[config.mk]
export PLATFORM = sky130hd
export DESIGN_NAME = cpu6502
export DESIGN_NICKNAME = d
export VERILOG_FILES = /design/src/cpu6502_pkg.sv /design/src/cpu6502.sv /design/src/cpu6502_alu.sv /design/src/cpu6502_datapath.sv /design/src/cpu6502_decode.sv /design/src/cpu6502_sequencer.sv /design/src/cpu6502_shift.sv
export SDC_FILE = /design/constraint.sdc
export NUM_CORES = 1
export LEC_CHECK = 0
export BUFFER_PORTS_ARGS = -buffer_cell sky130_fd_sc_hd__buf_2
export CAP_MARGIN = 0
export CORE_UTILIZATION = 50
export CTS_CLUSTER_SIZE = 8
export DETAILED_ROUTE_END_ITERATION = 6
export HOLD_SLACK_MARGIN = 0.03
export PLACE_DENSITY = 0.71
export REMOVE_ABC_BUFFERS = 1
export SYNTH_ARGS = -nofsm -noshare
export SYNTH_HDL_FRONTEND = slang
export SYNTH_SLANG_ARGS = --single-unit
[constraint.sdc]
create_clock -name clock -period 4.2 [get_ports clock]
set_input_delay 1.05 -clock clock [delete_from_list [all_inputs] [get_ports clock]]
set_output_delay 1.05 -clock clock [all_outputs]
set_load 0.03 [all_outputs]
[src/cpu6502_pkg.sv]
package cpu6502_pkg;

    // Bus and register widths
    localparam int data_width = 8;
    localparam int addr_width = 16;

    // Low byte of the reset vector, high byte follows at the next address
    localparam logic [addr_width-1:0] reset_vector = 16'hfffc;

    // Flag positions in the status byte, bit 5 always reads as one
    localparam int flag_n = 7;
    localparam int flag_v = 6;
    localparam int flag_z = 1;
    localparam int flag_c = 0;

    // Kind of bus cycle
    typedef enum logic [2:0] {
        vector_low,      // Read FFFC
        vector_high,     // Read FFFD, load PC
        fetch_opcode,    // Sync cycle, commit of previous instruction
        fetch_operand,   // Byte after the opcode
        fetch_high,      // High address byte of absolute and JMP
        read_zeropage,
        read_absolute,
        write_memory     // Only cycle that drives write_enable
    } cpu_state_t;

    typedef enum logic [2:0] {
        implied,
        immediate,
        zeropage,
        absolute,
        jump             // JMP absolute
    } addr_mode_t;

    // Opcode bits 7 to 5 of the cc=01 group
    typedef enum logic [2:0] {
        op_ora, op_and, op_eor, op_adc, op_sta, op_lda, op_cmp, op_sbc
    } alu_op_t;

    // Opcode bits 6 to 5 of the accumulator shifts
    typedef enum logic [1:0] {
        op_asl, op_rol, op_lsr, op_ror
    } shift_op_t;

    typedef enum logic [1:0] {
        dest_none, dest_a, dest_x, dest_y
    } dest_t;

endpackage

[src/cpu6502.sv]
module cpu6502 (
    input  logic                               clock,
    input  logic                               reset,
    input  logic                               enable,        // Low stalls the whole core
    input  logic [cpu6502_pkg::data_width-1:0] data_in,
    output logic [cpu6502_pkg::addr_width-1:0] address,
    output logic [cpu6502_pkg::data_width-1:0] data_out,
    output logic                               write_enable,
    output logic                               sync,          // Opcode fetch cycle
    output logic [cpu6502_pkg::data_width-1:0] debug_opcode,
    output logic [cpu6502_pkg::addr_width-1:0] debug_pc,
    output logic [cpu6502_pkg::data_width-1:0] debug_a,
    output logic [cpu6502_pkg::data_width-1:0] debug_x,
    output logic [cpu6502_pkg::data_width-1:0] debug_y,
    output logic [cpu6502_pkg::data_width-1:0] debug_p
);

    logic [cpu6502_pkg::data_width-1:0] opcode, operand, store_data;
    logic                               commit, is_store, uses_alu, uses_shift;
    cpu6502_pkg::addr_mode_t            mode;
    cpu6502_pkg::alu_op_t               alu_op;
    cpu6502_pkg::shift_op_t             shift_op;
    cpu6502_pkg::dest_t                 dest;
    logic [1:0]                         flag_op, transfer_src, step;

    cpu6502_sequencer sequencer (
        .clock, .reset, .enable, .data_in, .mode, .is_store, .store_data,
        .opcode, .pc (debug_pc), .operand, .commit,
        .address, .data_out, .write_enable, .sync
    );

    cpu6502_decode decode (
        .opcode, .mode, .is_store, .alu_op, .shift_op, .dest,
        .uses_alu, .uses_shift, .flag_op, .transfer_src, .step
    );

    cpu6502_datapath datapath (
        .clock, .reset, .commit, .operand, .alu_op, .shift_op, .dest,
        .uses_alu, .uses_shift, .flag_op, .transfer_src, .step, .is_store, .opcode,
        .reg_a (debug_a), .reg_x (debug_x), .reg_y (debug_y), .status (debug_p), .store_data
    );

    assign debug_opcode = opcode;

endmodule

[src/cpu6502_alu.sv]
module cpu6502_alu (
    input  logic [cpu6502_pkg::data_width-1:0] a_in,
    input  logic [cpu6502_pkg::data_width-1:0] b_in,
    input  logic                               c_in,
    input  cpu6502_pkg::alu_op_t               op,
    output logic [cpu6502_pkg::data_width-1:0] result,
    output logic                               c_out,
    output logic                               v_out
);

    logic                               subtract;
    logic                               carry;
    logic [cpu6502_pkg::data_width-1:0] addend;
    logic [cpu6502_pkg::data_width:0]   sum;     // Extra bit is the carry out

    assign subtract = (op == cpu6502_pkg::op_cmp) || (op == cpu6502_pkg::op_sbc);
    assign addend   = subtract ? ~b_in : b_in;                   // A + ~B + C for subtract
    assign carry    = (op == cpu6502_pkg::op_cmp) ? 1'b1 : c_in; // CMP ignores C
    assign sum      = {1'b0, a_in} + {1'b0, addend} + {8'd0, carry};

    always_comb begin
        case (op)
            cpu6502_pkg::op_ora: result = a_in | b_in;
            cpu6502_pkg::op_and: result = a_in & b_in;
            cpu6502_pkg::op_eor: result = a_in ^ b_in;
            cpu6502_pkg::op_lda: result = b_in;
            cpu6502_pkg::op_sta: result = a_in;      // Not committed
            default:             result = sum[7:0];  // ADC SBC CMP
        endcase
    end

    assign c_out = sum[8];
    // Signed overflow when both inputs agree in sign and the sum does not
    assign v_out = (a_in[7] ^ sum[7]) & (addend[7] ^ sum[7]);

endmodule

[src/cpu6502_datapath.sv]
module cpu6502_datapath (
    input  logic                               clock,
    input  logic                               reset,
    input  logic                               commit,
    input  logic [cpu6502_pkg::data_width-1:0] operand,
    input  cpu6502_pkg::alu_op_t               alu_op,
    input  cpu6502_pkg::shift_op_t             shift_op,
    input  cpu6502_pkg::dest_t                 dest,
    input  logic                               uses_alu,
    input  logic                               uses_shift,
    input  logic [1:0]                         flag_op,
    input  logic [1:0]                         transfer_src,
    input  logic [1:0]                         step,
    input  logic                               is_store,
    input  logic [cpu6502_pkg::data_width-1:0] opcode,
    output logic [cpu6502_pkg::data_width-1:0] reg_a,
    output logic [cpu6502_pkg::data_width-1:0] reg_x,
    output logic [cpu6502_pkg::data_width-1:0] reg_y,
    output logic [cpu6502_pkg::data_width-1:0] status,
    output logic [cpu6502_pkg::data_width-1:0] store_data
);

    logic n_flag, v_flag, z_flag, c_flag;
    logic [cpu6502_pkg::data_width-1:0] alu_result, shift_result, source, result;
    logic alu_c, alu_v, shift_c;
    logic arith;     // ADC SBC CMP touch carry
    logic nz_update;

    cpu6502_alu alu (
        .a_in   (reg_a),
        .b_in   (operand),
        .c_in   (c_flag),
        .op     (alu_op),
        .result (alu_result),
        .c_out  (alu_c),
        .v_out  (alu_v)
    );

    cpu6502_shift shifter (
        .data_in  (reg_a),
        .c_in     (c_flag),
        .op       (shift_op),
        .data_out (shift_result),
        .c_out    (shift_c)
    );

    always_comb begin
        case (transfer_src)
            2'd1:    source = reg_a;
            2'd2:    source = reg_x;
            2'd3:    source = reg_y;
            default: source = operand;  // LDX LDY
        endcase
        if (uses_alu)        result = alu_result;
        else if (uses_shift) result = shift_result;
        else if (step == 2'd1) result = source + 8'd1;
        else if (step == 2'd2) result = source - 8'd1;
        else                   result = source;
    end

    assign arith = uses_alu && (alu_op == cpu6502_pkg::op_adc ||
                                alu_op == cpu6502_pkg::op_sbc ||
                                alu_op == cpu6502_pkg::op_cmp);
    assign nz_update = (dest != cpu6502_pkg::dest_none) ||
                       (uses_alu && alu_op == cpu6502_pkg::op_cmp);

    always_ff @(posedge clock) begin
        if (reset) begin
            reg_a  <= '0;
            reg_x  <= '0;
            reg_y  <= '0;
            n_flag <= 1'b0;
            v_flag <= 1'b0;
            z_flag <= 1'b0;
            c_flag <= 1'b0;
        end else if (commit) begin
            case (dest)
                cpu6502_pkg::dest_a: reg_a <= result;
                cpu6502_pkg::dest_x: reg_x <= result;
                cpu6502_pkg::dest_y: reg_y <= result;
                default: ;
            endcase
            if (nz_update) begin
                n_flag <= result[7];
                z_flag <= (result == '0);
            end
            if (arith) c_flag <= alu_c;
            if (arith && alu_op != cpu6502_pkg::op_cmp) v_flag <= alu_v;  // CMP leaves V
            if (uses_shift) c_flag <= shift_c;
            case (flag_op)
                2'd1: c_flag <= 1'b0;
                2'd2: c_flag <= 1'b1;
                2'd3: v_flag <= 1'b0;
                default: ;
            endcase
        end
    end

    always_comb begin
        status = 8'h20;                     // Bit 5 reads as one
        status[cpu6502_pkg::flag_n] = n_flag;
        status[cpu6502_pkg::flag_v] = v_flag;
        status[cpu6502_pkg::flag_z] = z_flag;
        status[cpu6502_pkg::flag_c] = c_flag;
    end

    // STY cc=00, STA cc=01, STX cc=10
    always_comb begin
        case (opcode[1:0])
            2'b00:   store_data = reg_y;
            2'b10:   store_data = reg_x;
            default: store_data = reg_a;
        endcase
        if (!is_store) store_data = '0;
    end

endmodule

[src/cpu6502_decode.sv]
module cpu6502_decode (
    input  logic [cpu6502_pkg::data_width-1:0] opcode,
    output cpu6502_pkg::addr_mode_t            mode,
    output logic                               is_store,
    output cpu6502_pkg::alu_op_t               alu_op,
    output cpu6502_pkg::shift_op_t             shift_op,
    output cpu6502_pkg::dest_t                 dest,
    output logic                               uses_alu,
    output logic                               uses_shift,
    output logic [1:0]                         flag_op,       // 0 none, 1 CLC, 2 SEC, 3 CLV
    output logic [1:0]                         transfer_src,  // 0 operand, 1 A, 2 X, 3 Y
    output logic [1:0]                         step           // 0 none, 1 inc, 2 dec
);

    always_comb begin
        // Anything not matched below behaves as NOP
        mode         = cpu6502_pkg::implied;
        is_store     = 1'b0;
        dest         = cpu6502_pkg::dest_none;
        uses_alu     = 1'b0;
        uses_shift   = 1'b0;
        flag_op      = 2'd0;
        transfer_src = 2'd0;
        step         = 2'd0;
        alu_op       = cpu6502_pkg::alu_op_t'(opcode[7:5]);
        shift_op     = cpu6502_pkg::shift_op_t'(opcode[6:5]);

        casez (opcode)
            8'b???_001_01, 8'b???_010_01, 8'b???_011_01: begin // ALU group zp, imm, abs
                if (opcode != 8'h89) begin                       // No STA immediate
                    mode = (opcode[3:2] == 2'b10) ? cpu6502_pkg::immediate :
                           opcode[3] ? cpu6502_pkg::absolute : cpu6502_pkg::zeropage;
                    if (alu_op == cpu6502_pkg::op_sta) begin
                        is_store = 1'b1;
                    end else begin
                        uses_alu = 1'b1;
                        if (alu_op != cpu6502_pkg::op_cmp)
                            dest = cpu6502_pkg::dest_a;           // CMP keeps A
                    end
                end
            end
            8'b10?_001_?0, 8'b10?_011_?0, 8'b101_000_?0: begin // LDX LDY STX STY
                mode = (opcode[4:2] == 3'b000) ? cpu6502_pkg::immediate :
                       opcode[3] ? cpu6502_pkg::absolute : cpu6502_pkg::zeropage;
                if (opcode[5])
                    dest = opcode[1] ? cpu6502_pkg::dest_x : cpu6502_pkg::dest_y;
                else
                    is_store = 1'b1;
            end
            8'b0??_010_10: begin  // ASL ROL LSR ROR accumulator
                uses_shift = 1'b1;
                dest       = cpu6502_pkg::dest_a;
            end
            8'h4c: mode = cpu6502_pkg::jump;
            8'haa: begin dest = cpu6502_pkg::dest_x; transfer_src = 2'd1; end           // TAX
            8'ha8: begin dest = cpu6502_pkg::dest_y; transfer_src = 2'd1; end           // TAY
            8'h8a: begin dest = cpu6502_pkg::dest_a; transfer_src = 2'd2; end           // TXA
            8'h98: begin dest = cpu6502_pkg::dest_a; transfer_src = 2'd3; end           // TYA
            8'he8: begin dest = cpu6502_pkg::dest_x; transfer_src = 2'd2; step = 2'd1; end // INX
            8'hca: begin dest = cpu6502_pkg::dest_x; transfer_src = 2'd2; step = 2'd2; end // DEX
            8'hc8: begin dest = cpu6502_pkg::dest_y; transfer_src = 2'd3; step = 2'd1; end // INY
            8'h88: begin dest = cpu6502_pkg::dest_y; transfer_src = 2'd3; step = 2'd2; end // DEY
            8'h18: flag_op = 2'd1;  // CLC
            8'h38: flag_op = 2'd2;  // SEC
            8'hb8: flag_op = 2'd3;  // CLV
            default: ;
        endcase
    end

endmodule

[src/cpu6502_sequencer.sv]
module cpu6502_sequencer (
    input  logic                               clock,
    input  logic                               reset,
    input  logic                               enable,
    input  logic [cpu6502_pkg::data_width-1:0] data_in,
    input  cpu6502_pkg::addr_mode_t            mode,
    input  logic                               is_store,
    input  logic [cpu6502_pkg::data_width-1:0] store_data,
    output logic [cpu6502_pkg::data_width-1:0] opcode,
    output logic [cpu6502_pkg::addr_width-1:0] pc,
    output logic [cpu6502_pkg::data_width-1:0] operand,
    output logic                               commit,
    output logic [cpu6502_pkg::addr_width-1:0] address,
    output logic [cpu6502_pkg::data_width-1:0] data_out,
    output logic                               write_enable,
    output logic                               sync
);

    cpu6502_pkg::cpu_state_t state;
    cpu6502_pkg::cpu_state_t state_next;
    logic [cpu6502_pkg::data_width-1:0] addr_low;  // Low address byte from fetch_operand
    logic [cpu6502_pkg::addr_width-1:0] pc_next;

    always_comb begin
        state_next = cpu6502_pkg::fetch_opcode;  // Most cycle kinds end the instruction
        pc_next    = pc;
        address    = pc;
        case (state)
            cpu6502_pkg::vector_low: begin
                address    = cpu6502_pkg::reset_vector;
                state_next = cpu6502_pkg::vector_high;
            end
            cpu6502_pkg::vector_high: begin
                address = cpu6502_pkg::reset_vector + 1'b1;
                pc_next = {data_in, operand};       // Low byte was registered last cycle
            end
            cpu6502_pkg::fetch_opcode: begin
                pc_next    = pc + 1'b1;
                state_next = cpu6502_pkg::fetch_operand;
            end
            cpu6502_pkg::fetch_operand: begin
                if (mode != cpu6502_pkg::implied)
                    pc_next = pc + 1'b1;            // Implied reads the next byte again
                if (mode == cpu6502_pkg::zeropage)
                    state_next = is_store ? cpu6502_pkg::write_memory
                                          : cpu6502_pkg::read_zeropage;
                else if (mode == cpu6502_pkg::absolute || mode == cpu6502_pkg::jump)
                    state_next = cpu6502_pkg::fetch_high;
            end
            cpu6502_pkg::fetch_high: begin
                if (mode == cpu6502_pkg::jump) begin
                    pc_next = {data_in, addr_low};
                end else begin
                    pc_next    = pc + 1'b1;
                    state_next = is_store ? cpu6502_pkg::write_memory
                                          : cpu6502_pkg::read_absolute;
                end
            end
            cpu6502_pkg::read_zeropage: address = {8'h00, operand};
            cpu6502_pkg::read_absolute: address = {operand, addr_low};
            cpu6502_pkg::write_memory:
                address = (mode == cpu6502_pkg::zeropage) ? {8'h00, operand}
                                                          : {operand, addr_low};
            default: state_next = cpu6502_pkg::vector_low;
        endcase
    end

    always_ff @(posedge clock) begin
        if (reset) begin
            state  <= cpu6502_pkg::vector_low;
            pc     <= cpu6502_pkg::reset_vector;
            opcode <= 8'hea;                        // NOP, so the first commit is harmless
        end else if (enable) begin
            state <= state_next;
            pc    <= pc_next;
            if (state == cpu6502_pkg::fetch_opcode)
                opcode <= data_in;
        end
    end

    // Data input registered on every enabled cycle
    always_ff @(posedge clock) begin
        if (enable) begin
            operand <= data_in;
            if (state == cpu6502_pkg::fetch_operand)
                addr_low <= data_in;
        end
    end

    assign sync         = (state == cpu6502_pkg::fetch_opcode);
    assign commit       = sync && enable;   // Previous instruction retires here
    assign write_enable = (state == cpu6502_pkg::write_memory);
    assign data_out     = write_enable ? store_data : '0;

endmodule

[src/cpu6502_shift.sv]
module cpu6502_shift (
    input  logic [cpu6502_pkg::data_width-1:0] data_in,
    input  logic                               c_in,
    input  cpu6502_pkg::shift_op_t             op,
    output logic [cpu6502_pkg::data_width-1:0] data_out,
    output logic                               c_out
);

    logic rotate;
    logic right;
    logic fill;   // Bit shifted into the vacated end

    assign rotate = (op == cpu6502_pkg::op_rol) || (op == cpu6502_pkg::op_ror);
    assign right  = (op == cpu6502_pkg::op_lsr) || (op == cpu6502_pkg::op_ror);
    assign fill   = rotate & c_in;

    always_comb begin
        if (right) begin
            data_out = {fill, data_in[7:1]};
            c_out    = data_in[0];
        end else begin
            data_out = {data_in[6:0], fill};
            c_out    = data_in[7];
        end
    end

endmodule

### Word level (Yosys, flattened, before mapping)

Index checks and enable logic that the tools add are counted.

* word-level logic and storage cells: 171
* bits in registers: 71
* input bits: 11

* bitwise logic cells: 8
* reductions and logical operators: 40
* eq/ne operators: 55
* mux-type cells: 51
* $add $sub $neg: 5

Operators with widths (count)
* $pmux 16 s5: 1
* $eq 8x8->1 const B: 9
* $mux 8: 8
* $pmux 16 s4: 1
* $mux 16: 3
* $pmux 8 s5: 1
* $eq 3x3->1 const B: 9
* $pmux 8 s3: 1
* $eq 2x2->1 const B: 11
* $reduce_or 3->1: 7
* $eq 3x2->1 const B: 6
* $mux 3: 6
* $mux 1: 17
* $add 16x1->16 const B: 1
* $pmux 8 s2: 1
* $reduce_and 2->1: 8
* $eq 6x6->1 const B: 2
* $pmux 2 s3: 2
* $pmux 3 s4: 1
* $eq 2x1->1 const B: 5
* $eq 5x4->1 const B: 2
* $pmux 2 s5: 1
* $add 8x8->9: 1
* $add 9x1->9: 1
* 32 further kinds: 54

### Longest topological paths before layout

* depth after elaboration: 11
* depth in mapped cells: 18
* gate-level depth less buffers: 15

### Modules after synthesis

Synthesis repeated with hierarchy kept, for this count alone.

* cell total of the unflattened synthesis: 769
* area, all modules: 6236.0 µm²

By module, submodules not included
* cpu6502_sequencer: times used 1, cells an instance 284, area each 2473.6 µm², seq. area each 1021.0 µm²
* cpu6502_datapath: times used 1, cells an instance 263, area each 2045.7 µm², seq. area each 560.5 µm²
* cpu6502_alu: times used 1, cells an instance 146, area each 1114.8 µm², seq. area each 0.0 µm²
* cpu6502_decode: times used 1, cells an instance 62, area each 462.9 µm², seq. area each 0.0 µm²
* cpu6502_shift: times used 1, cells an instance 14, area each 138.9 µm², seq. area each 0.0 µm²

### Least setup slack after synthesis

OpenSTA, ideal clock, no wires.

* path type: flip-flop to flip-flop
* start: reg sequencer.opcode[6] in the netlist's numbering
* end: reg datapath.z_flag
* required time: 4.131 ns
* stages on the path, launching flop included: 17
* path buffers: 3
* setup slack: 0.300 ns
* setup time: 0.069 ns
* arrival time: 3.831 ns
* clock period less this slack: 3.900 ns
* path through: dfxtp_1 > buf_6 > buf_6 > buf_2 > nand2_1 > xnor2_1 > fa_1 > fa_1 > nor2b_1 > o21ai_0 > a21boi_0 > o21ai_0 > a21boi_0 > o21bai_1 > o2bb2ai_1 > or4b_1 > o21ai_1

* longest elaborated chain between the ends: 11
* elaborated cells between the ends (all ways): 68
* those cells by class: 4 x add/sub; 27 x eq/ne; 18 x mux; 1 x bitwise; 18 x reduce/logical

RTL lines
* start, declared: RTL line cpu6502_sequencer.sv:9 `output logic [cpu6502_pkg::data_width-1:0] opcode,`
* start signal, assigned: RTL line cpu6502_sequencer.sv:77 `opcode <= data_in;`
* $eq 8x8->1: RTL line cpu6502_decode.sv:28 `casez (opcode)`
* $reduce_or 3->1 (no source line) or $reduce_or 2->1 (tied branches)
* $pmux 2 s3: RTL line cpu6502_decode.sv:28
* $eq 2x2->1 or $eq 2x1->1 (tied branches): RTL line cpu6502_datapath.sv:48 `case (transfer_src)`
* $pmux 8 s3: RTL line cpu6502_datapath.sv:48
* $sub 8x1->8: RTL line cpu6502_datapath.sv:57 `else if (step == 2'd2) result = source - 8'd1;`
* $mux 8: RTL line cpu6502_datapath.sv:57
* $mux 8: RTL line cpu6502_datapath.sv:56 `else if (step == 2'd1) result = source + 8'd1;`
* $mux 8: RTL line cpu6502_datapath.sv:55 `else if (uses_shift) result = shift_result;`
* $mux 8: RTL line cpu6502_datapath.sv:54 `if (uses_alu) result = alu_result;`
* $logic_not 8->1: RTL line cpu6502_datapath.sv:85 `z_flag <= (result == '0);`
* end signal, assigned: RTL line cpu6502_datapath.sv:85
* end, declared: RTL line cpu6502_datapath.sv:23 `logic n_flag, v_flag, z_flag, c_flag;`

Parallel ways exist; a longest one is shown, timed or not.
A chain may end at the register's enable or synchronous reset.

### Worst setup path after layout

* start: reg sequencer.opcode[4] in the netlist's numbering
* end: out data_out[0] in the netlist's numbering

* longest elaborated chain between the ends: 5
* elaborated cells between the ends (all ways): 13
* those cells by class: 7 x eq/ne; 4 x mux; 2 x reduce/logical

RTL lines
* $eq 7x7->1, or another cell as far along: RTL line cpu6502_decode.sv:28
* $reduce_or 3->1 or $mux 1 (tied branches): RTL line cpu6502_decode.sv:28, cpu6502_decode.sv:30
* $pmux 1 s2 (*): RTL line cpu6502_decode.sv:28
* $mux 8 (*): RTL line cpu6502_datapath.sv:114 `if (!is_store) store_data = '0;`
* $mux 8 (*): RTL line cpu6502_sequencer.sv:93 `assign data_out = write_enable ? store_data : '0;`
* end, declared: RTL line cpu6502.sv:7 `output logic [cpu6502_pkg::data_width-1:0] data_out,`

Mark *: on every way between the ends. The rest lies on a longest branch, timed or not.

==> results.py <==
metrics = {
    "synth": {
        "synth_edf_count": 16,
        "yosysWarnings": 0,
        "synthCells": 782,
        "synthArstFlopShare_pct": 0,
        "synth.avg_cell_area_sq_um": 7.84,
        "netlist_area_sq_mm": 0.00613,
        "ys_ff_latch": 71,
        "yosysSeqAreaShare_pct": 25.8,
        "synth.distinct_cells": 89,
        "synth_ff_type": "dfxtp_1",
    },
    "worst_setup_path": {
        "critical_path_class": "reg2out",
        "end_kind": "output port",
        "crit_top_cell": "nand2_1",
        "max_stage_delay_ns": 0.46,
        "critPathBufInv": 2,
        "cp_data_required_time_ns": 3.15,
        "ff2ff_setup_slack_ns": 0.37,
        "critical-path-top-delay-family": "simple AND/OR/NAND/NOR gates",
        "cpMaxStageDelayCell": "dfxtp_1",
        "crit_chain": "buf_4 -> nor3_1 -> nand2_1 -> a211oi_2 -> nand2_1 -> a211oi_1 -> buf_2",
        "path_max_fanout": 12,
        "start_kind": "register",
        "worst_ep_arrival_time_ns": 2.95,
    },
    "place": {
        "hpwl_mm": 15.0,
        "pre_cts_ws_ns": 0.454,
        "routabilityCongestion": 0.957,
        "placed_area_sq_mm": 0.00662,
        "placed_cells": 983,
        "port_buffers": 88,
    },
    "global_routing": {
        "antenna_found_initial": 0,
        "grt_pass1_vias": 5911,
        "grt_use_total_pct": 33.2,
        "grt_max_degree": 39,
        "grt_pass1_wl_mm": 32.3,
        "gr-total-overflow": 0,
    },
    "timing": {
        "setup_ws_ns": 0.203,
        "hold_viol": 0,
        "slew-limit-headroom_pct": 34.0,
        "hold_ws_ns": 0.459,
        "rsz0062_at_grt": "false",
        "setup_viol": 0,
        "period_share_pct": 95.2,
        "worst_slew_pin_slew_ns": 0.989,
        "max_freq_mhz": 250,
        "period_minus_slack_ns": 4.00,
        "fin_skew_ns": 0.00738,
        "slew_viol_final": 0,
    },
    "die": {
        "die_h_um": 113,
        "start_util_pct": 51.3,
        "io_pins": 93,
        "die-area_sq_mm": 0.0127,
        "core_area_sq_mm": 0.0120,
        "die_w_um": 113,
        "rows": 40,
    },
    "hold_path": {
        "hold_path.class": "reg2reg",
    },
    "clock_network": {
        "hold_buffers": 0,
        "clock_sinks": 71,
        "clk_path_buf_depth": 2,
        "clk_pin_slew_ns": 0.06,
        "cts_buffers": 9,
        "clkLatencyLatePin_ns": 0.35,
        "h-tree-depth": 3,
        "cts-root-buf": "clkbuf_16",
        "ctsResizeCount": 0,
        "cts_tree": "done",
        "post_cts_buffers": 0,
    },
    "drt": {
        "drc": 0,
        "wirelength_mm": 20.7,
        "avgRoutedWirePerCell_um": 20.7,
        "firstDrtPassIters": 5,
        "avgViaCountPerCell": 6.41,
        "vias": 6406,
        "drtIter0Drc": 657,
        "ant_nets": 0,
    },
    "finish": {
        "n_antenna_cell": 0,
        "drive_above_1_share_pct": 19.4,
        "utilization_pct": 58.5,
        "n_fill_cell": 1128,
        "layout_commonest_cell": "nor2_1",
        "nets": 888,
        "seq_area_sq_mm": 0.00158,
        "final_cell_mix": "nor2_1 (92), buf_2 (88), nand2_1 (66)",
        "final_area_sq_mm": 0.00700,
        "syn_to_final_growth_pct": 14.1,
        "multiInputGateArea_sq_mm": 0.00408,
        "instances_no_fill": 999,
    },
    "status": {
        "status": "finished, final reports clean",
    },
    "power_and_ir_drop": {
        "power_frac_seq_pct": 34.5,
        "p_int_uw": 1550,
        "ir_drop_mv": 0.185,
        "leakagePower_uw": 0.00279,
        "sw_frac_of_total_pct": 30.8,
        "combPwrFrac_pct": 22.3,
        "power.density_mw_per_mm2": 320,
        "clkPwrFrac_pct": 43.2,
        "power_switching_uw": 691,
    },
    "run": {
        "drv_cap": 0,
    },
}
## metal layers
| layer | vias up | wire length (um) | part of all wire, % | track usage [%] |
|---|---|---|---|---|
| li1 | 2983 | - | - | - |
| met1 | 3035 | 8620 | 42 | 41.9 |
| met2 | 312 | 9400 | 45 | 53.2 |
| met3 | 76 | 1540 | 7.4 | 6.43 |
| met4 | 0 | 1120 | 5.4 | 19.1 |
| met5 | - | 0 | 0 | 0 |
## logic make-up after synthesis
group | count (synthesis) | share of synthesized area, %
AOI/OAI and AO/OA | 252 | 28.1
xor gates and xnor gates | 16 | 2.28
adders and majority gates | 30 | 6.36
buffers and inverters | 103 | 8.12
DFF | 71 | 25.8
muxes | 37 | 6.69
other | 2 | 0.122
and+or+nand+nor | 271 | 22.6
## stage by stage
| step | power [uW] | setup TNS [ns] |
|---|---|---|
| finish | 2240 | 0 |
| global route | 2330 | 0 |
| CTS | 2240 | 0 |
| detailed placement | 1270 | 0 |
| global placement | 1270 | 0 |
| floorplan | 1120 | -6.90 |
## layout make-up
class | count | share of cell area, %
Clock buffer | 9 | 3.22
Sequential cell | 71 | 22.6
Inverter | 42 | 2.25
Timing Repair Buffer | 113 | 8.98
Clock inverter | 7 | 2.07
Tap cell | 147 | 2.63
Multi-Input combinational cell | 610 | 58.2
## power by group through the flow
stage	sequential [uW]	clock (uW)	combinational, uW
final	773	968	499
after global routing	777	1010	542
after CTS	772	978	492
after detailed placement	786	0	488
after global placement	785	0	482
after floorplan	812	0	306
## final timing paths
path | start | endpoint | cells past startpoint
worst min register to register | datapath.v_flag | datapath.v_flag | 2
worst max register to register | sequencer.opcode[5] | datapath.z_flag | 13
worst max-delay path | sequencer.opcode[4] | data_out[0] | 7
worst min-delay path | datapath.v_flag | datapath.v_flag | 2
## synth_stat cells (3+ instances only)
cell type  number  area [sq um]
mux2i_1        32           320
buf_2           8          40.0
or2_2           4          25.0
buf_4          11          82.6
o32ai_1         3          26.3
a211o_1         5          43.8
edfxtp_1       16           480
buf_6           5          56.3
a221o_1         6          60.1
nand3_1         8          40.0
nor3b_1         5          37.5
and2_1          4          25.0
o211ai_1       11          82.6
nor2b_1        13          81.3
o22ai_1        17           106
nand2b_1       12          75.1
nor3_1         14          70.1
a221oi_1        4          35.0
a22oi_1        12          90.1
o2bb2ai_1       3          26.3
nor2_1         93           349
a31oi_1         5          31.3
xnor2_1        14           123
nand3b_1       12          90.1
o31ai_1         3          22.5
o21ai_0        47           235
nand4_1         6          37.5
a21boi_0        5          37.5
a211oi_1       36           270
inv_1          41           154
dfxtp_1        55          1100
nand2_1        66           248
ha_1           28           350
o221a_2         5          56.3
clkbuf_1       32           120
a21oi_1        59           295
nor4_1          3          18.8
and3_1         10          62.6
## sequential cells by signal, summed over array words and instances (netlist names)
| register | cells |
|---|---|
| datapath.z_flag | 1 |
| datapath.reg_y | 8 |
| sequencer.opcode | 8 |
| sequencer.state | 3 |
| datapath.v_flag | 1 |
| datapath.reg_x | 8 |
| sequencer.operand | 8 |
| datapath.reg_a | 8 |
| sequencer.pc | 16 |
| datapath.c_flag | 1 |
| sequencer.addr_low | 8 |
| datapath.n_flag | 1 |
## worst min-delay path, cell delays in order (launching register included)
cell and delay (ns):
dfxtp_1 0.31, nand2_1 0.05, a21oi_1 0.05
Power figures use the tool's default switching activity.
